--- src/include/rx_dec_defs.svh ---
`ifndef RX_DEC_DEFS_SVH
`define RX_DEC_DEFS_SVH

// APB register map
`define RX_CTRL_ADDR      8'h00
`define RX_OS_CNT_ADDR    8'h04
`define RX_DATA_CNT_ADDR  8'h08
`define RX_ERR_CNT_ADDR   8'h0C

// Encoded block geometry, GEN2 occupies the low 66 bits
`define RX_BLK_W          132
`define RX_G2_HDR_W       2
`define RX_G3_HDR_W       4
`define RX_G2_BYTES       8
`define RX_G3_BYTES       16

// Sync header codes
`define RX_G2_SYNC_OS     2'b01
`define RX_G2_SYNC_DATA   2'b10
`define RX_G3_SYNC_OS     4'b0101
`define RX_G3_SYNC_DATA   4'b1010

// Block counter width
`define RX_CNT_W          16

`endif

--- src/rtl/rx_dec_pkg.sv ---
`include "rx_dec_defs.svh"

package rx_dec_pkg;

    typedef logic [7:0]           byte_t;
    typedef logic [`RX_BLK_W-1:0] enc_blk_t;
    typedef logic [`RX_CNT_W-1:0] cnt_t;
    typedef logic [2:0]           skew_t;
    // Blocks of one class seen in a single take, 0 to 2
    typedef logic [1:0]           evt_cnt_t;

    typedef enum logic {
        GEN2 = 1'b0,
        GEN3 = 1'b1
    } rx_mode_e;

    typedef enum logic [1:0] {
        CLS_OS   = 2'd0,
        CLS_DATA = 2'd1,
        CLS_ERR  = 2'd2
    } blk_class_e;

    typedef enum logic {
        DEC_IDLE = 1'b0,
        DEC_RUN  = 1'b1
    } dec_state_e;

    typedef struct packed {
        logic       valid;
        blk_class_e cls;
        byte_t      data;
    } lane_byte_t;

    // Field order matches the CTRL register bits 4:0
    typedef struct packed {
        skew_t    skew;
        rx_mode_e mode;
        logic     enable;
    } rx_ctrl_t;

    typedef struct packed {
        evt_cnt_t os_inc;
        evt_cnt_t data_inc;
        evt_cnt_t err_inc;
    } class_evt_t;

endpackage

--- src/rtl/apb_regs.sv ---
`timescale 1ns/10ps
`include "rx_dec_defs.svh"

module apb_regs (
    input  logic                   enc_clk,
    input  logic                   rst,
    input  logic                   psel,
    input  logic                   penable,
    input  logic                   pwrite,
    input  logic [7:0]             paddr,
    input  logic [31:0]            pwdata,
    output logic [31:0]            prdata,
    output logic                   pready,
    output logic                   pslverr,
    input  rx_dec_pkg::class_evt_t cls_evt,
    input  logic                   evt_strobe,
    output rx_dec_pkg::rx_ctrl_t   ctrl
);

    logic             access;
    logic             wr_en;
    logic             rd_en;
    logic             addr_hit;
    logic [31:0]      rd_data;
    rx_dec_pkg::cnt_t cnt_os;
    rx_dec_pkg::cnt_t cnt_data;
    rx_dec_pkg::cnt_t cnt_err;

    // Add the per-take increment, sticking at all ones
    function automatic rx_dec_pkg::cnt_t sat_add(rx_dec_pkg::cnt_t c,
                                                 rx_dec_pkg::evt_cnt_t inc);
        logic [`RX_CNT_W:0] sum;
        sum = c + inc;
        return sum[`RX_CNT_W] ? '1 : sum[`RX_CNT_W-1:0];
    endfunction

    // Zero wait states, every access completes in its first access cycle
    assign access = psel & penable;
    assign wr_en  = access & pwrite;
    assign rd_en  = access & ~pwrite;
    assign pready = access;

    always_comb begin
        addr_hit = 1'b1;
        rd_data  = '0;
        case (paddr)
            `RX_CTRL_ADDR:     rd_data = {27'd0, ctrl};
            `RX_OS_CNT_ADDR:   rd_data = {{(32-`RX_CNT_W){1'b0}}, cnt_os};
            `RX_DATA_CNT_ADDR: rd_data = {{(32-`RX_CNT_W){1'b0}}, cnt_data};
            `RX_ERR_CNT_ADDR:  rd_data = {{(32-`RX_CNT_W){1'b0}}, cnt_err};
            default:           addr_hit = 1'b0;
        endcase
    end

    assign prdata  = rd_en ? rd_data : '0;
    assign pslverr = access & ~addr_hit;

    // CTRL, mode and skew are frozen while the path is enabled
    always_ff @(posedge enc_clk or negedge rst) begin
        if (!rst) begin
            ctrl <= '0;
        end else if (wr_en && paddr == `RX_CTRL_ADDR) begin
            if (ctrl.enable) begin
                ctrl.enable <= pwdata[0];
            end else begin
                ctrl <= rx_dec_pkg::rx_ctrl_t'(pwdata[4:0]);
            end
        end
    end

    // Block counters, a write of any value clears
    always_ff @(posedge enc_clk or negedge rst) begin
        if (!rst) begin
            cnt_os   <= '0;
            cnt_data <= '0;
            cnt_err  <= '0;
        end else begin
            if (wr_en && paddr == `RX_OS_CNT_ADDR) begin
                cnt_os <= '0;
            end else if (evt_strobe) begin
                cnt_os <= sat_add(cnt_os, cls_evt.os_inc);
            end

            if (wr_en && paddr == `RX_DATA_CNT_ADDR) begin
                cnt_data <= '0;
            end else if (evt_strobe) begin
                cnt_data <= sat_add(cnt_data, cls_evt.data_inc);
            end

            if (wr_en && paddr == `RX_ERR_CNT_ADDR) begin
                cnt_err <= '0;
            end else if (evt_strobe) begin
                cnt_err <= sat_add(cnt_err, cls_evt.err_inc);
            end
        end
    end

endmodule

--- src/rtl/block_decoder.sv ---
`timescale 1ns/10ps
`include "rx_dec_defs.svh"

module block_decoder (
    input  logic                   enc_clk,
    input  logic                   rst,
    input  rx_dec_pkg::rx_ctrl_t   ctrl,
    input  rx_dec_pkg::enc_blk_t   lane0_blk,
    input  rx_dec_pkg::enc_blk_t   lane1_blk,
    output logic                   blk_take,
    output rx_dec_pkg::lane_byte_t lane0_out,
    output rx_dec_pkg::lane_byte_t lane1_out,
    output rx_dec_pkg::class_evt_t cls_evt,
    output logic                   evt_strobe
);

    rx_dec_pkg::dec_state_e state;
    logic [3:0]             idx;
    logic [3:0]             last_idx;
    logic                   run_en;
    rx_dec_pkg::enc_blk_t   blk_in [2];
    rx_dec_pkg::blk_class_e new_cls [2];
    rx_dec_pkg::blk_class_e cls_q [2];
    rx_dec_pkg::byte_t      mem [2][`RX_G3_BYTES];
    rx_dec_pkg::lane_byte_t out_q [2];

    function automatic rx_dec_pkg::blk_class_e classify(rx_dec_pkg::enc_blk_t b,
                                                        rx_dec_pkg::rx_mode_e m);
        rx_dec_pkg::blk_class_e c;
        c = rx_dec_pkg::CLS_ERR;
        if (m == rx_dec_pkg::GEN3) begin
            if (b[`RX_G3_HDR_W-1:0] == `RX_G3_SYNC_OS) begin
                c = rx_dec_pkg::CLS_OS;
            end else if (b[`RX_G3_HDR_W-1:0] == `RX_G3_SYNC_DATA) begin
                c = rx_dec_pkg::CLS_DATA;
            end
        end else begin
            if (b[`RX_G2_HDR_W-1:0] == `RX_G2_SYNC_OS) begin
                c = rx_dec_pkg::CLS_OS;
            end else if (b[`RX_G2_HDR_W-1:0] == `RX_G2_SYNC_DATA) begin
                c = rx_dec_pkg::CLS_DATA;
            end
        end
        return c;
    endfunction

    // Payload byte k sits just above the sync header
    function automatic rx_dec_pkg::byte_t blk_byte(rx_dec_pkg::enc_blk_t b,
                                                   rx_dec_pkg::rx_mode_e m, int k);
        if (m == rx_dec_pkg::GEN3) begin
            return b[`RX_G3_HDR_W + 8*k +: 8];
        end
        return b[`RX_G2_HDR_W + 8*k +: 8];
    endfunction

    function automatic rx_dec_pkg::evt_cnt_t count_cls(rx_dec_pkg::blk_class_e a,
                                                       rx_dec_pkg::blk_class_e b,
                                                       rx_dec_pkg::blk_class_e t);
        rx_dec_pkg::evt_cnt_t n;
        n = '0;
        if (a == t) n = n + 2'd1;
        if (b == t) n = n + 2'd1;
        return n;
    endfunction

    assign blk_in[0] = lane0_blk;
    assign blk_in[1] = lane1_blk;

    assign last_idx = (ctrl.mode == rx_dec_pkg::GEN3) ? 4'(`RX_G3_BYTES - 1)
                                                      : 4'(`RX_G2_BYTES - 1);
    assign run_en   = (state == rx_dec_pkg::DEC_RUN) && ctrl.enable;
    // A block period starts whenever the byte index wraps to 0
    assign blk_take = run_en && (idx == 4'd0);

    always_comb begin
        for (int l = 0; l < 2; l++) begin
            new_cls[l] = classify(blk_in[l], ctrl.mode);
        end
    end

    always_ff @(posedge enc_clk or negedge rst) begin
        if (!rst) begin
            state <= rx_dec_pkg::DEC_IDLE;
            idx   <= '0;
        end else begin
            case (state)
                rx_dec_pkg::DEC_IDLE: begin
                    idx <= '0;
                    if (ctrl.enable) state <= rx_dec_pkg::DEC_RUN;
                end
                default: begin
                    if (!ctrl.enable) begin
                        state <= rx_dec_pkg::DEC_IDLE;
                        idx   <= '0;
                    end else begin
                        idx <= (idx == last_idx) ? 4'd0 : idx + 4'd1;
                    end
                end
            endcase
        end
    end

    // Byte 0 goes straight out on the take, the rest come from the array
    always_ff @(posedge enc_clk or negedge rst) begin
        if (!rst) begin
            evt_strobe <= 1'b0;
            for (int l = 0; l < 2; l++) begin
                cls_q[l] <= rx_dec_pkg::CLS_OS;
                out_q[l] <= '0;
            end
        end else begin
            evt_strobe <= blk_take;
            for (int l = 0; l < 2; l++) begin
                out_q[l].valid <= run_en;
                if (blk_take) begin
                    cls_q[l]      <= new_cls[l];
                    out_q[l].cls  <= new_cls[l];
                    out_q[l].data <= blk_byte(blk_in[l], ctrl.mode, 0);
                end else begin
                    out_q[l].cls  <= cls_q[l];
                    out_q[l].data <= mem[l][idx];
                end
            end
        end
    end

    always_ff @(posedge enc_clk) begin
        if (blk_take) begin
            for (int l = 0; l < 2; l++) begin
                for (int k = 0; k < `RX_G3_BYTES; k++) begin
                    mem[l][k] <= blk_byte(blk_in[l], ctrl.mode, k);
                end
            end
        end
    end

    // Class totals of the block pair taken in the previous cycle
    assign cls_evt.os_inc   = count_cls(cls_q[0], cls_q[1], rx_dec_pkg::CLS_OS);
    assign cls_evt.data_inc = count_cls(cls_q[0], cls_q[1], rx_dec_pkg::CLS_DATA);
    assign cls_evt.err_inc  = count_cls(cls_q[0], cls_q[1], rx_dec_pkg::CLS_ERR);

    assign lane0_out = out_q[0];
    assign lane1_out = out_q[1];

endmodule

--- src/rtl/lane_deskew.sv ---
`timescale 1ns/10ps

module lane_deskew (
    input  logic                   enc_clk,
    input  logic                   rst,
    input  rx_dec_pkg::skew_t      skew,
    input  rx_dec_pkg::lane_byte_t lane0_in,
    input  rx_dec_pkg::lane_byte_t lane1_in,
    output rx_dec_pkg::lane_byte_t lane0_out,
    output rx_dec_pkg::lane_byte_t lane1_out
);

    // Tap n of the line is lane 1 delayed by n cycles, tap 0 is the input
    rx_dec_pkg::lane_byte_t dly [8];
    rx_dec_pkg::lane_byte_t tap;

    assign dly[0] = lane1_in;

    always_ff @(posedge enc_clk or negedge rst) begin
        if (!rst) begin
            for (int i = 1; i < 8; i++) begin
                dly[i] <= '0;
            end
        end else begin
            for (int i = 1; i < 8; i++) begin
                dly[i] <= dly[i-1];
            end
        end
    end

    assign tap = dly[skew];

    // Matched output stage on both lanes
    always_ff @(posedge enc_clk or negedge rst) begin
        if (!rst) begin
            lane0_out <= '0;
            lane1_out <= '0;
        end else begin
            lane0_out <= lane0_in;
            lane1_out <= tap;
        end
    end

endmodule

--- src/rtl/rx_logical_top.sv ---
`timescale 1ns/10ps

module rx_logical_top (
    input  logic                   enc_clk,
    input  logic                   rst,
    input  logic                   psel,
    input  logic                   penable,
    input  logic                   pwrite,
    input  logic [7:0]             paddr,
    input  logic [31:0]            pwdata,
    output logic [31:0]            prdata,
    output logic                   pready,
    output logic                   pslverr,
    input  rx_dec_pkg::enc_blk_t   lane0_blk,
    input  rx_dec_pkg::enc_blk_t   lane1_blk,
    output logic                   blk_take,
    output rx_dec_pkg::lane_byte_t rx_lane0,
    output rx_dec_pkg::lane_byte_t rx_lane1
);

    rx_dec_pkg::rx_ctrl_t   ctrl;
    rx_dec_pkg::class_evt_t cls_evt;
    logic                   evt_strobe;
    rx_dec_pkg::lane_byte_t dec_lane0;
    rx_dec_pkg::lane_byte_t dec_lane1;

    apb_regs i_apb_regs (
        .enc_clk    (enc_clk),
        .rst        (rst),
        .psel       (psel),
        .penable    (penable),
        .pwrite     (pwrite),
        .paddr      (paddr),
        .pwdata     (pwdata),
        .prdata     (prdata),
        .pready     (pready),
        .pslverr    (pslverr),
        .cls_evt    (cls_evt),
        .evt_strobe (evt_strobe),
        .ctrl       (ctrl)
    );

    block_decoder i_block_decoder (
        .enc_clk    (enc_clk),
        .rst        (rst),
        .ctrl       (ctrl),
        .lane0_blk  (lane0_blk),
        .lane1_blk  (lane1_blk),
        .blk_take   (blk_take),
        .lane0_out  (dec_lane0),
        .lane1_out  (dec_lane1),
        .cls_evt    (cls_evt),
        .evt_strobe (evt_strobe)
    );

    // Lane 1 is held back by the software skew setting
    lane_deskew i_lane_deskew (
        .enc_clk   (enc_clk),
        .rst       (rst),
        .skew      (ctrl.skew),
        .lane0_in  (dec_lane0),
        .lane1_in  (dec_lane1),
        .lane0_out (rx_lane0),
        .lane1_out (rx_lane1)
    );

endmodule

--- config.mk ---
export PLATFORM = sky130hd
export DESIGN_NAME = rx_logical_top
export DESIGN_NICKNAME = d
export VERILOG_FILES = /design/src/rtl/rx_dec_pkg.sv /design/src/rtl/apb_regs.sv /design/src/rtl/block_decoder.sv /design/src/rtl/lane_deskew.sv /design/src/rtl/rx_logical_top.sv
export VERILOG_INCLUDE_DIRS = /design/src /design/src/include
export SDC_FILE = /design/constraint.sdc
export NUM_CORES = 1
export LEC_CHECK = 0
export BUFFER_PORTS_ARGS = -buffer_cell sky130_fd_sc_hd__buf_2
export CAP_MARGIN = 40
export CORE_ASPECT_RATIO = 1.2
export CORE_MARGIN = 10
export CORE_UTILIZATION = 30
export DETAILED_ROUTE_END_ITERATION = 10
export HOLD_SLACK_MARGIN = 0.02
export SLEW_MARGIN = 30
export SYNTH_ARGS = -nofsm -noshare
export SYNTH_HDL_FRONTEND = slang
export SYNTH_HIERARCHICAL = 1
export SYNTH_SLANG_ARGS = --single-unit
--- constraint.sdc ---
create_clock -name enc_clk -period 12.45 [get_ports enc_clk]
set_clock_uncertainty 0.1 [all_clocks]
set_input_delay 2.49 -clock enc_clk [delete_from_list [all_inputs] [get_ports enc_clk]]
set_output_delay 2.49 -clock enc_clk [all_outputs]
set_load 0.02 [all_outputs]
### After elaboration in Yosys (flattened, before gate mapping)

Memories as Yosys holds them, arrays and structs flattened.
Cells that the tools add are included.

| word-level totals | value |
|---|---|
| register bits after elaboration | 182 |
| bits in writable memories | 256 |
| input port bits | 309 |
| output and inout port bits | 57 |
| logic and storage cells | 236 |
| memories kept | 1 |

Memories:

| memory | depth | width | read ports | clocked after memory_dff | write ports | RTL line | RTL |
|---|---|---|---|---|---|---|---|
| i_block_decoder.mem | 2 | 128 | 2 | 0 | 2 | block_decoder.sv:24 | `` rx_dec_pkg::byte_t mem [2][`RX_G3_BYTES]; `` |

| operators by class | value |
|---|---|
| add/sub/neg operators | 7 |
| $lt $le $gt $ge | 2 |
| eq/ne operators | 16 |
| muxes and demuxes | 144 |
| bitwise logic cells | 9 |
| reductions and logical operators | 15 |

Operators by type and width:

| operator | number |
|---|---|
| 2-to-1 mux 8 bit | 100 |
| 2-to-1 mux 16 bit | 10 |
| binary-select mux 8 bit (select 4 bit) | 2 |
| case mux 16 bit (4 select lines) | 1 |
| adder 16 x 2 -> 17 bit | 3 |
| binary-select mux 11 bit (select 3 bit) | 1 |
| 2-to-1 mux 2 bit | 13 |
| 2-to-1 mux 11 bit | 2 |
| 2-to-1 mux 10 bit | 2 |
| equality test 8 x 4 -> 1 bit (second input constant) | 2 |
| 2-to-1 mux 4 bit | 4 |
| 2-to-1 mux 1 bit | 9 |
| equality test 2 x 1 -> 1 bit (second input constant) | 4 |
| equality test 2 bit (second input constant) | 4 |
| equality test 4 x 3 -> 1 bit (second input constant) | 2 |
| equality test 4 bit (second input constant) | 2 |
| equality test 8 x 3 -> 1 bit (second input constant) | 1 |
| zero test 8 bit | 1 |
| adder 1 x 1 -> 2 bit (second input constant) | 3 |
| logical AND 1 bit | 6 |
| nonzero test 2 bit | 3 |
| greater-or-equal comparator 5 bit (second input constant) | 1 |
| NOT 4 -> 5 bit | 1 |
| adder 4 x 1 -> 4 bit (second input constant) | 1 |
| 9 further kinds | 15 |

### Depth between registers and ports, before layout

Gate-level depths: netlist of run 1.

| logic depth | value |
|---|---|
| word-level depth | 8 |
| gate-level depth with buffers | 11 |
| depth with buffers taken out | 10 |

### Hierarchy

The synthesis of run 1 kept the hierarchy.

By module, submodules not included:

| module | times used | cells an instance | area an instance (µm²) |
|---|---|---|---|
| block_decoder | 1 | 819 | 14084.8 |
| apb_regs | 1 | 382 | 3445.8 |
| lane_deskew | 1 | 137 | 3213.1 |

### Worst setup path before layout of run 1

Ideal clock, no wire load.

| timing | value |
|---|---|
| path type | reg2out |
| start point | register i_block_decoder.idx[1] |
| end point | output port blk_take |
| arrival time | 8.753 ns |
| data required time | 9.860 ns |
| setup slack | 1.107 ns |
| cell stages (with the launch flop) | 10 |
| buffers on the path | 5 |
| path through | dfrtp_1 > buf_2 > buf_2 > buf_2 > inv_1 > ha_1 > and4b_1 > buf_2 > and2_0 > clkbuf_1 |

| between the ends | value |
|---|---|
| cells in the longest elaborated chain, start to end | 2 |

Ends and longest elaborated chain:

| item | RTL line | RTL |
|---|---|---|
| start, declared | block_decoder.sv:18 | `logic [3:0] idx;` |
| start signal, assigned | block_decoder.sv:96 | `idx <= (idx == last_idx) ? 4'd0 : idx + 4'd1;` |
| zero test 4 bit | block_decoder.sv:73 | `assign blk_take = run_en && (idx == 4'd0);` |
| logical AND 1 bit | block_decoder.sv:73 |  |
| end, declared | rx_logical_top.sv:16 | `output logic blk_take,` |

No other way between the ends.

### Worst setup path in the final report of run 1

| timing | value |
|---|---|
| start point | input port paddr[2] |
| end point | output port prdata[6] |

| between the ends | value |
|---|---|
| cells in the longest elaborated chain, start to end | 3 |
| elaborated cells on any way between the ends | 6 |
| those cells by class | eq/ne: 3; mux: 2; reduce/logical: 1 |

Ends and longest elaborated chain:

| item | RTL line | RTL |
|---|---|---|
| start, declared | rx_logical_top.sv:9 | `input logic [7:0] paddr,` |
| equality test 8 x 4 -> 1 bit (tied with other cells) | apb_regs.sv:46 | `case (paddr)` |
| case mux 16 bit (4 select lines) (*) | apb_regs.sv:46 |  |
| 2-to-1 mux 16 bit (*) | apb_regs.sv:55 | `assign prdata = rd_en ? rd_data : '0;` |
| end, declared | rx_logical_top.sv:11 | `output logic [31:0] prdata,` |

Every way passes the cells marked *; elsewhere a longest branch is shown, timed or not.

==> results.sh, run 1 <==
export IMPL_cts_tree="done"
export IMPL_detail_route_vias_per_cell=4.905
export IMPL_drt_total_wl_um=59140
export IMPL_synthFlopType="edfxtp_1"
export IMPL_core_area_mm2=0.06845
export IMPL_p_comb_frac=0.054
export IMPL_area_growth_pct=20.28
export IMPL_ys_seq_elements=439
export IMPL_final_antenna_net_count=0
export IMPL_numCtsBuffers=47
export IMPL_async_reset_ff_frac=0.4169
export IMPL_synth_cells=1338
export IMPL_grt_busiest_layer="met2"
export IMPL_hold_buffers=0
export IMPL_path_clk_slew_ns=0.06
export IMPL_die_area_mm2=0.08011
export IMPL_worst_setup_path_end_kind="primary output"
export IMPL_syn_area_mm2=0.02074
export IMPL_grtUsageMet1=0.1808
export IMPL_power_density_mw_per_mm2=127.4
export IMPL_grt_max_degree=144
export IMPL_p_clk_frac=0.458
export IMPL_finalPower_mw=3.179
export IMPL_drc_errors=0
export IMPL_period_minus_slack_ns=6.703
export IMPL_initial_utilization=0.3031
export IMPL_maxCapViolCount=0
export IMPL_grt_overflow_total=0
export IMPL_grt_util_met2=0.2434
export IMPL_internal_power_mw=2.504
export IMPL_cp_required_ns=9.86
export IMPL_slew_headroom=0.3485
export IMPL_min_path_type="reg2reg"
export IMPL_sw_frac_of_total=0.2124
export IMPL_synth_area_leaders="edfxtp_1, dfrtp_1, mux2_2"
export IMPL_synth_distinct_cells=58
export IMPL_synth_compound_area_frac=0.04319
export IMPL_die_h_um=308.1
export IMPL_fmax_mhz=149.2
export IMPL_routabilityCongestion=0.8258
export IMPL_track_usage=0.1454
export IMPL_final_cells=2598
export IMPL_clk_latency_ns=0.59
export IMPL_grt_pass1_vias=13806
export IMPL_yosysTopAreaCell="edfxtp_1"
export IMPL_worstMarginPinSlew_ns=0.9773
export IMPL_drt_first_iter_violations=793
export IMPL_place_hpwl_um=43750
export IMPL_fp_dieW_um=260.0
export IMPL_numPortBuffers=322
export IMPL_switching_power_mw=0.6752
export IMPL_yosys_area_share_xor_xnor=0.001689
export IMPL_synthMuxAreaShare=0.2676
export IMPL_drv_slew=0
export IMPL_htreeDepth=2
export IMPL_status="finished, final reports clean"
export IMPL_first_pass_iters=5
export IMPL_setup_viol=0
export IMPL_netlist_area_leader_share=0.3706
export IMPL_synth_top_family_by_area="multiplexers"
export IMPL_post_cts_buffers=0
export IMPL_critPathArrivalTime_ns=4.11
export IMPL_cts_resized=0
export IMPL_vias=12743
export IMPL_fin_tns_setup_ns=0
export IMPL_placedCellCount=2506
export IMPL_syn_avg_cell_area_um2=15.50
export IMPL_fillerInstances=6541
export IMPL_yosysMostFrequentCell="mux2_2"
export IMPL_cts_sinks=439
export IMPL_leakagePower_nw=9.237
export IMPL_yosys_top_cells_count="mux2_2, edfxtp_1, dfrtp_1, nor2_1, mux4_2"
export IMPL_yosysSeqAreaShare=0.5914
export IMPL_final_layout_size_suffix_gt1_frac=0.4739
export IMPL_power_frac_seq=0.488
export IMPL_ir_worst_vdd_v=0.00007960
export IMPL_min_period_over_period=0.5384
export IMPL_yosys_warnings=6
export IMPL_num_rows=105
export IMPL_synth_edff_count=256
export IMPL_synth_simple_area_share=0.05410
export IMPL_hold_violations=0
export IMPL_synthAdderAreaFrac=0.01194
export IMPL_root_buffer="clkbuf_16"
export IMPL_wire_per_inst_um=22.77
export IMPL_worstSetupStartpointType="input pin"
export IMPL_ioPinCount=366
export IMPL_critPathKind="in2out"
export IMPL_antenna_found_initial=16
export IMPL_grt_use_met3=0.03676
export IMPL_cp_max_fo=25
export IMPL_clockBufferDepth=3
export IMPL_rsz0062_at_grt="no"
export IMPL_fin_nets=1976
export IMPL_grt_pass1_wl_um=88210
==> flip-flops by register name (all words and copies together) (netlist names), 4 cells and up <==
signal	count
i_apb_regs/cnt_os	16
i_lane_deskew/lane0_out	11
i_lane_deskew/dly	77
i_block_decoder/mem	256
i_block_decoder/idx	4
i_block_decoder/cls_q	4
i_block_decoder/lane0_out	10
i_block_decoder/lane1_out	11
i_apb_regs/cnt_data	16
i_apb_regs/ctrl	5
i_apb_regs/cnt_err	16
i_lane_deskew/lane1_out	11
==> metrics by stage <==
step                hold WS [ns]  instance area (µm²)  utilization  setup WS, ns
floorplan                 0.2312                20800            -         1.107
global placement          0.2313                23190       0.3388         5.833
detailed placement        0.2364                23280       0.3401         5.782
CTS                       0.2481                24880       0.3635         5.777
global route              0.2585                24950       0.3644         5.557
finish                    0.2453                24950       0.3645         5.747
==> cells in the final DEF, fill, tap and decap left out, types with 7 or more instances in the layout <==
cell,n
clkbuf_16,47
mux4_2,54
mux4_1,22
mux2i_1,22
o221ai_1,31
inv_1,29
nand2_1,27
clkinv_2,8
a21oi_1,20
buf_4,13
ha_1,15
edfxtp_1,256
clkbuf_1,9
a22oi_1,11
nor3_1,18
and3_1,11
nor2_1,57
bufinv_16,7
mux2_2,314
nor2b_1,20
conb_1,16
nand2b_1,8
o21ai_0,16
a31oi_1,20
buf_2,321
nand3_1,30
a311oi_1,11
dfrtp_1,179
==> final cells by class <==
type	count	area, µm²	area share
flip-flops and latches	439	12280	0.4922
clock inverters	25	326.6	0.01309
clock buffers	61	1279	0.05125
diodes	3	7.507	0.0003009
inverters	29	108.9	0.004363
repair buffers	343	1898	0.07607
multi-input cells	789	7914	0.3172
well taps	909	1137	0.04558
==> metal layers <==
layer,vias to the layer above,share of wire,wire length (µm)
met5,-,0.0019,110
met4,16,0.027,1590
met3,97,0.062,3673
met2,385,0.49,29140
met1,6436,0.42,24630
li1,5809,-,-
==> kinds of logic (layout without fill, tap and decap cells) <==
family,after synthesis,after routing
fa+ha+maj,18,18
flops,439,439
other cells,1,19
xor+xnor,4,4
buf+inv,125,458
mux,412,412
compound gates,127,127
simple gates,212,212
==> final timing paths <==
| path | from | endpoint | slack (ns) | depth (start not counted) |
|---|---|---|---|---|
| hold / removal | i_block_decoder/lane0_out[3] | i_lane_deskew/lane0_out[3] | 0.25 | 0 |
| max in group asynchronous | rst | i_block_decoder/lane0_out[0] | 9.10 | 4 |
| setup reg to reg | i_block_decoder/idx[0] | i_block_decoder/mem[1][9] | 8.52 | 7 |
| hold reg to reg | i_block_decoder/lane0_out[3] | i_lane_deskew/lane0_out[3] | 0.25 | 0 |
| min in group asynchronous | rst | i_apb_regs/ctrl[3] | 1.68 | 1 |
| setup / recovery | paddr[2] | prdata[6] | 5.75 | 6 |
==> critical path: stages <==
cell and delay, ns:
buf_2 0.39, inv_1 0.12, nor2_1 0.54, a22oi_1 0.26
nor2_1 0.12, buf_2 0.18
==> power groups by stage <==
stage                     Sequential (mW)  Combinational, mW  Clock (mW)
after CTS                            1.55              0.172        1.50
after global routing                 1.55              0.188        1.55
after global placement               1.58              0.165           0
after floorplan                      1.58             0.0794           0
after detailed placement             1.58              0.171           0
final                                1.55              0.172        1.46
Power figures use the tool's default switching activity.
==> run 2: changes to the inputs <==
==> constraint.sdc (replaced) <==
create_clock -name enc_clk -period 6.9 [get_ports enc_clk]
set_clock_uncertainty 0.1 [all_clocks]
set_input_delay 1.38 -clock enc_clk [delete_from_list [all_inputs] [get_ports enc_clk]]
set_output_delay 1.38 -clock enc_clk [all_outputs]
set_load 0.02 [all_outputs]
==> run 2 against run 1 <==
Sequential share of layout area barely moved. Non-clock buffer count rose by 2. Flip-flop and latch count did not move. Critical path depth did not move. Critical path type unchanged. Largest power group unchanged. Highest routed layer unchanged.
==> results.sh, run 2 (synthesis gave the netlist of run 1 again) <==
export IMPL_final_antenna_net_count=0
export IMPL_cts_sinks=439
export IMPL_place_hpwl_um=43490
export IMPL_fmax_mhz=222.3
export IMPL_leakagePower_nw=9.252
export IMPL_cp_common_cell="buf_2"
export IMPL_drt_first_iter_violations=732
export IMPL_status="finished, final reports clean"
export IMPL_track_usage=0.1443
export IMPL_finalPower_mw=5.726
export IMPL_drv_slew=0
export IMPL_cts_resized=0
export IMPL_largest_register_ffs=256
export IMPL_fin_nets=1977
export IMPL_rsz0062_at_grt="no"
export IMPL_top_regs="i_block_decoder/mem (256), i_lane_deskew/dly (77)"
export IMPL_post_cts_buffers=0
export IMPL_ir_worst_vdd_v=0.0001378
export IMPL_grt_pass1_wl_um=87490
export IMPL_maxCapViolCount=0
export IMPL_antenna_found_initial=16
export IMPL_critPathArrivalTime_ns=3.02
export IMPL_final_seq_area_mm2=0.01228
export IMPL_path_buf_inv=2
export IMPL_num_rows=105
export IMPL_cts_tree="done"
export IMPL_fin_tns_setup_ns=0
export IMPL_cp_required_ns=5.42
export IMPL_initial_utilization=0.3031
export IMPL_slew_headroom=0.4164
export IMPL_drt_total_wl_um=58840
export IMPL_min_path_type="reg2reg"
export IMPL_path_cells="buf_2 -> or4_4 -> nor4_4 -> nand2b_1 -> nor2b_1 -> buf_2"
export IMPL_hold_buffers=0
export IMPL_grt_overflow_total=0
export IMPL_grt_max_degree=140
export IMPL_hold_violations=0
export IMPL_path_clk_slew_ns=0.06
export IMPL_top_register="i_block_decoder/mem"
export IMPL_path_delay_family="simple AND/OR/NAND/NOR gates"
export IMPL_fillerInstances=6526
export IMPL_numPortBuffers=322
export IMPL_crit_slowest_cell="or4_4"
export IMPL_critPathKind="in2out"
export IMPL_cp_max_fo=16
export IMPL_final_layout_size_suffix_gt1_frac=0.4799
export IMPL_die_h_um=308.1
export IMPL_core_area_mm2=0.06845
export IMPL_ioPinCount=366
export IMPL_period_minus_slack_ns=4.499
export IMPL_clockBufferDepth=3
export IMPL_grt_pass1_vias=13948
export IMPL_first_pass_iters=5
export IMPL_worstSetupStartpointType="input pin"
export IMPL_worst_setup_path_end_kind="primary output"
export IMPL_mostFrequentLayoutCells="buf_2, mux2_2, edfxtp_1"
export IMPL_min_period_over_period=0.6520
export IMPL_setup_viol=0
export IMPL_routabilityCongestion=0.8304
export IMPL_detail_route_vias_per_cell=4.927
export IMPL_clk_latency_ns=0.59
export IMPL_max_stage_delay_ns=0.55
export IMPL_vias=12831
export IMPL_final_common_cell="buf_2"
export IMPL_area_growth_pct=20.33
export IMPL_htreeDepth=2
export IMPL_multi_input_area_mm2=0.007914
export IMPL_worstMarginPinSlew_ns=0.8674
export IMPL_power_density_mw_per_mm2=229.4
export IMPL_numCtsBuffers=46
export IMPL_drc_errors=0
export IMPL_die_area_mm2=0.08011
export IMPL_root_buffer="clkbuf_16"
export IMPL_wire_per_inst_um=22.60
export IMPL_rrSetupSlack_ns=3.47
export IMPL_fp_dieW_um=260.0
run 2: cell count changes in the layout (fill, tap and decap cells not counted), moves of 3 or more:
| cell | before | now |
|---|---|---|
| diode_2 | 3 | 7 |
| clkinv_2 | 8 | 14 |
| buf_4 | 13 | 16 |
| clkbuf_1 | 9 | 2 |
| clkinv_4 | 1 | 4 |
run 2: area by class of cell:
cell class | instances | area share
tap | 909 | 0.04556
timing repair buffer | 345 | 0.07544
sequential | 439 | 0.4919
clock inverter | 30 | 0.01278
inverter | 29 | 0.004361
multi-input combinational | 789 | 0.3170
antenna | 7 | 0.0007018
clock buffer | 56 | 0.05218
run 2: final timing paths:
check                      cells after the start                     endpoint                         start
setup / recovery                               6                    prdata[0]                      paddr[1]
hold / removal                                 0   i_lane_deskew/lane0_out[1]  i_block_decoder/lane0_out[1]
setup reg to reg                               7  i_block_decoder/mem[0][113]        i_block_decoder/idx[0]
hold reg to reg                                0   i_lane_deskew/lane0_out[1]  i_block_decoder/lane0_out[1]
max in group asynchronous                      3         i_lane_deskew/dly[9]                           rst
min in group asynchronous                      1           i_apb_regs/ctrl[4]                           rst
run 2: routing by layer:
metal	up-vias	wire length (µm)	track usage	share of wire
met4	14	1442	0.04356	0.025
met2	395	28920	0.2441	0.49
met5	-	90	0	0.0015
li1	5827	-	-	-
met3	92	3791	0.03668	0.064
met1	6503	24590	0.1779	0.42
run 2: stage by stage:
| stage | util | std cells | instance area, µm² | hold WS (ns) | worst slack [ns] |
|---|---|---|---|---|---|
| 6_report | 0.3647 | 2604 | 24960 | 0.2532 | 2.401 |
| 5_1_grt | 0.3645 | 2599 | 24950 | 0.2670 | 2.258 |
| 4_1_cts | 0.3632 | 2593 | 24860 | 0.2573 | 2.408 |
| 3_5_place_dp | 0.3395 | 2507 | 23240 | 0.2347 | 2.399 |
| 3_3_place_gp | 0.3389 | 2505 | 23200 | 0.2323 | 2.505 |
| 2_1_floorplan | - | 1353 | 20800 | 0.2312 | 0.5557 |
run 2: worst reg2reg max path: cells and delay by family (launching register included):
| family | cells | cell delay [ns] |
|---|---|---|
| buf+inv | 4 | 1.35 |
| flops | 1 | 0.75 |
| simple gates | 2 | 0.73 |
| fa+ha+maj | 1 | 0.17 |
run 2: power by group:
| part | switching [mW] | internal, mW |
|---|---|---|
| logic | 0.154 | 0.153 |
| clock network | 1.08 | 1.54 |
| registers | 0.0104 | 2.79 |
==> run 3: changes to the inputs <==
==> constraint.sdc (replaced) <==
create_clock -name enc_clk -period 3.95 [get_ports enc_clk]
set_clock_uncertainty 0.1 [all_clocks]
set_input_delay 0.79 -clock enc_clk [delete_from_list [all_inputs] [get_ports enc_clk]]
set_output_delay 0.79 -clock enc_clk [all_outputs]
set_load 0.02 [all_outputs]
==> run 3 against run 2 <==
Die area is the same. Combinational power is 75% higher. Final area shrank 0.78%. Sequential share of layout area up 0.39 points. Flip-flop and latch count unchanged. First-iteration DRC count fell by 0.14%. Clock power rose by 61%. Wire length about the same.
==> results.sh, run 3 (synthesis gave the netlist of run 1 again) <==
export IMPL_worstMarginPinSlew_ns=0.8509
export IMPL_slew_headroom=0.4327
export IMPL_final_seq_area_mm2=0.01228
export IMPL_status="finished, final reports clean"
export IMPL_final_cells=2601
export IMPL_largest_register_ffs=256
export IMPL_reg2reg_depth=9
export IMPL_grt_max_degree=136
export IMPL_critPathKind="in2out"
export IMPL_pre_cts_ws_ns=0.6730
export IMPL_cts_resized=0
export IMPL_initial_utilization=0.3031
export IMPL_worst_r2r_endpoint="i_apb_regs/cnt_data[10]"
export IMPL_place_hpwl_um=43600
export IMPL_internal_power_mw=7.506
export IMPL_hold_violations=0
export IMPL_ir_worst_vdd_v=0.0002397
export IMPL_cp_required_ns=3.06
export IMPL_clockBufferDepth=3
export IMPL_rsz0062_at_grt="no"
export IMPL_period_minus_slack_ns=3.290
export IMPL_core_area_mm2=0.06845
export IMPL_cts_tree="done"
export IMPL_path_clk_slew_ns=0.06
export IMPL_grt_overflow_total=0
export IMPL_setup_ws_ns=0.6603
export IMPL_setup_viol=0
export IMPL_mostFrequentLayoutCells="buf_2, mux2_2, edfxtp_1"
export IMPL_worst_setup_path_end_kind="primary output"
export IMPL_die_h_um=308.1
export IMPL_leakagePower_nw=9.159
export IMPL_antenna_found_initial=18
export IMPL_multi_input_area_mm2=0.007914
export IMPL_critPathLaunch="paddr[2]"
export IMPL_fin_nets=1977
export IMPL_numPortBuffers=322
export IMPL_final_common_cell="buf_2"
export IMPL_post_cts_buffers=0
export IMPL_critPathArrivalTime_ns=2.40
export IMPL_drv_slew=0
export IMPL_endpoint="prdata[6]"
export IMPL_final_antenna_net_count=0
export IMPL_sw_frac_of_total=0.2210
export IMPL_grt_pass1_vias=13955
export IMPL_fmax_mhz=304.0
export IMPL_htreeDepth=2
export IMPL_num_rows=105
export IMPL_first_pass_iters=5
export IMPL_min_period_over_period=0.8328
export IMPL_timing_rr_start="i_block_decoder/cls_q[0]"
export IMPL_hold_buffers=0
export IMPL_rrSetupSlack_ns=0.82
export IMPL_drt_total_wl_um=58800
export IMPL_top_regs="i_block_decoder/mem (256), i_lane_deskew/dly (77)"
export IMPL_fin_tns_setup_ns=0
export IMPL_area_growth_pct=19.39
export IMPL_ioPinCount=366
export IMPL_fp_dieW_um=260.0
export IMPL_fillerInstances=6497
export IMPL_cp_max_fo=25
export IMPL_die_area_mm2=0.08011
export IMPL_maxCapViolCount=0
export IMPL_cts_sinks=439
export IMPL_power_density_mw_per_mm2=389.0
export IMPL_track_usage=0.1451
export IMPL_vias=12741
export IMPL_grt_pass1_wl_um=87840
export IMPL_top_register="i_block_decoder/mem"
export IMPL_numCtsBuffers=47
export IMPL_drt_first_iter_violations=731
export IMPL_p_clk_frac=0.437
export IMPL_drc_errors=0
export IMPL_clk_latency_ns=0.58
export IMPL_switching_power_mw=2.129
export IMPL_min_path_type="in2async"
export IMPL_power_frac_seq=0.507
export IMPL_worstSetupStartpointType="input pin"
export IMPL_root_buffer="clkbuf_16"
export IMPL_wire_per_inst_um=22.61
export IMPL_placedCellCount=2509
export IMPL_final_layout_size_suffix_gt1_frac=0.4742
export IMPL_routabilityCongestion=0.8650
export IMPL_p_comb_frac=0.056
export IMPL_detail_route_vias_per_cell=4.899
## run 3: cell types whose count changed in the layout (fill, tap and decap cells not counted), sizes merged
cell | previous run | this run
clkbuf | 56 | 65
buf | 345 | 344
diode | 7 | 5
clkinv | 22 | 16
inv | 30 | 33
bufinv | 5 | 0
clkinvlp | 2 | 1
## run 3: layout make-up
| cell class | instances | share of cell area |
|---|---|---|
| clock inverter | 21 | 0.004951 |
| timing repair buffer | 344 | 0.07502 |
| clock buffer | 65 | 0.05385 |
| tap | 909 | 0.04592 |
| multi-input combinational | 789 | 0.3195 |
| inverter | 29 | 0.004395 |
| antenna | 5 | 0.0005052 |
| sequential | 439 | 0.4958 |
## run 3: worst min-delay path by stage
stage                                 startpoint                          to  slack, ns  cells past startpoint
floorplan           i_block_decoder/lane0_out[0]  i_lane_deskew/lane0_out[0]       0.23                      0
global placement    i_block_decoder/lane0_out[5]  i_lane_deskew/lane0_out[5]       0.23                      0
detailed placement  i_block_decoder/lane0_out[5]  i_lane_deskew/lane0_out[5]       0.24                      0
CTS                                          rst          i_apb_regs/ctrl[2]       0.11                      1
global route                                 rst          i_apb_regs/ctrl[2]       0.15                      1
finish                                       rst          i_apb_regs/ctrl[2]       0.08                      1
## run 3: per-stage QoR
| step | power, mW | hold WS, ns | area [µm²] | utilization |
|---|---|---|---|---|
| 4_1_cts | 9.786 | 0.1070 | 24730 | 0.3614 |
| 3_3_place_gp | 5.510 | 0.2319 | 23280 | 0.3401 |
| 2_1_floorplan | 5.228 | 0.2312 | 20810 | - |
| 5_1_grt | 10.00 | 0.1451 | 24760 | 0.3617 |
| 6_report | 9.634 | 0.08379 | 24770 | 0.3618 |
| 3_5_place_dp | 5.517 | 0.2362 | 23280 | 0.3401 |
## run 3: layer usage
layer / share of wire / up-vias / track usage / wire length [µm]
li1: - / 5837 / - / -
met1: 0.42 / 6403 / 0.1815 / 24620
met2: 0.48 / 372 / 0.2379 / 28330
met3: 0.066 / 117 / 0.03775 / 3896
met4: 0.032 / 12 / 0.05254 / 1891
met5: 0.0011 / - / 0 / 67
## run 3: power by group through the flow
stage               clock (mW)  combinational, mW  sequential, mW
CTS                       4.36              0.542            4.89
global route              4.53              0.588            4.89
floorplan                    0              0.250            4.98
finish                    4.21              0.536            4.89
global placement             0              0.530            4.98
detailed placement           0              0.536            4.98
## run 3: critical path, stage by stage
cell and delay [ns]:
buf_2 0.42, inv_1 0.11, nor2_1 0.51, a22oi_1 0.25
nor2_1 0.13, buf_2 0.18
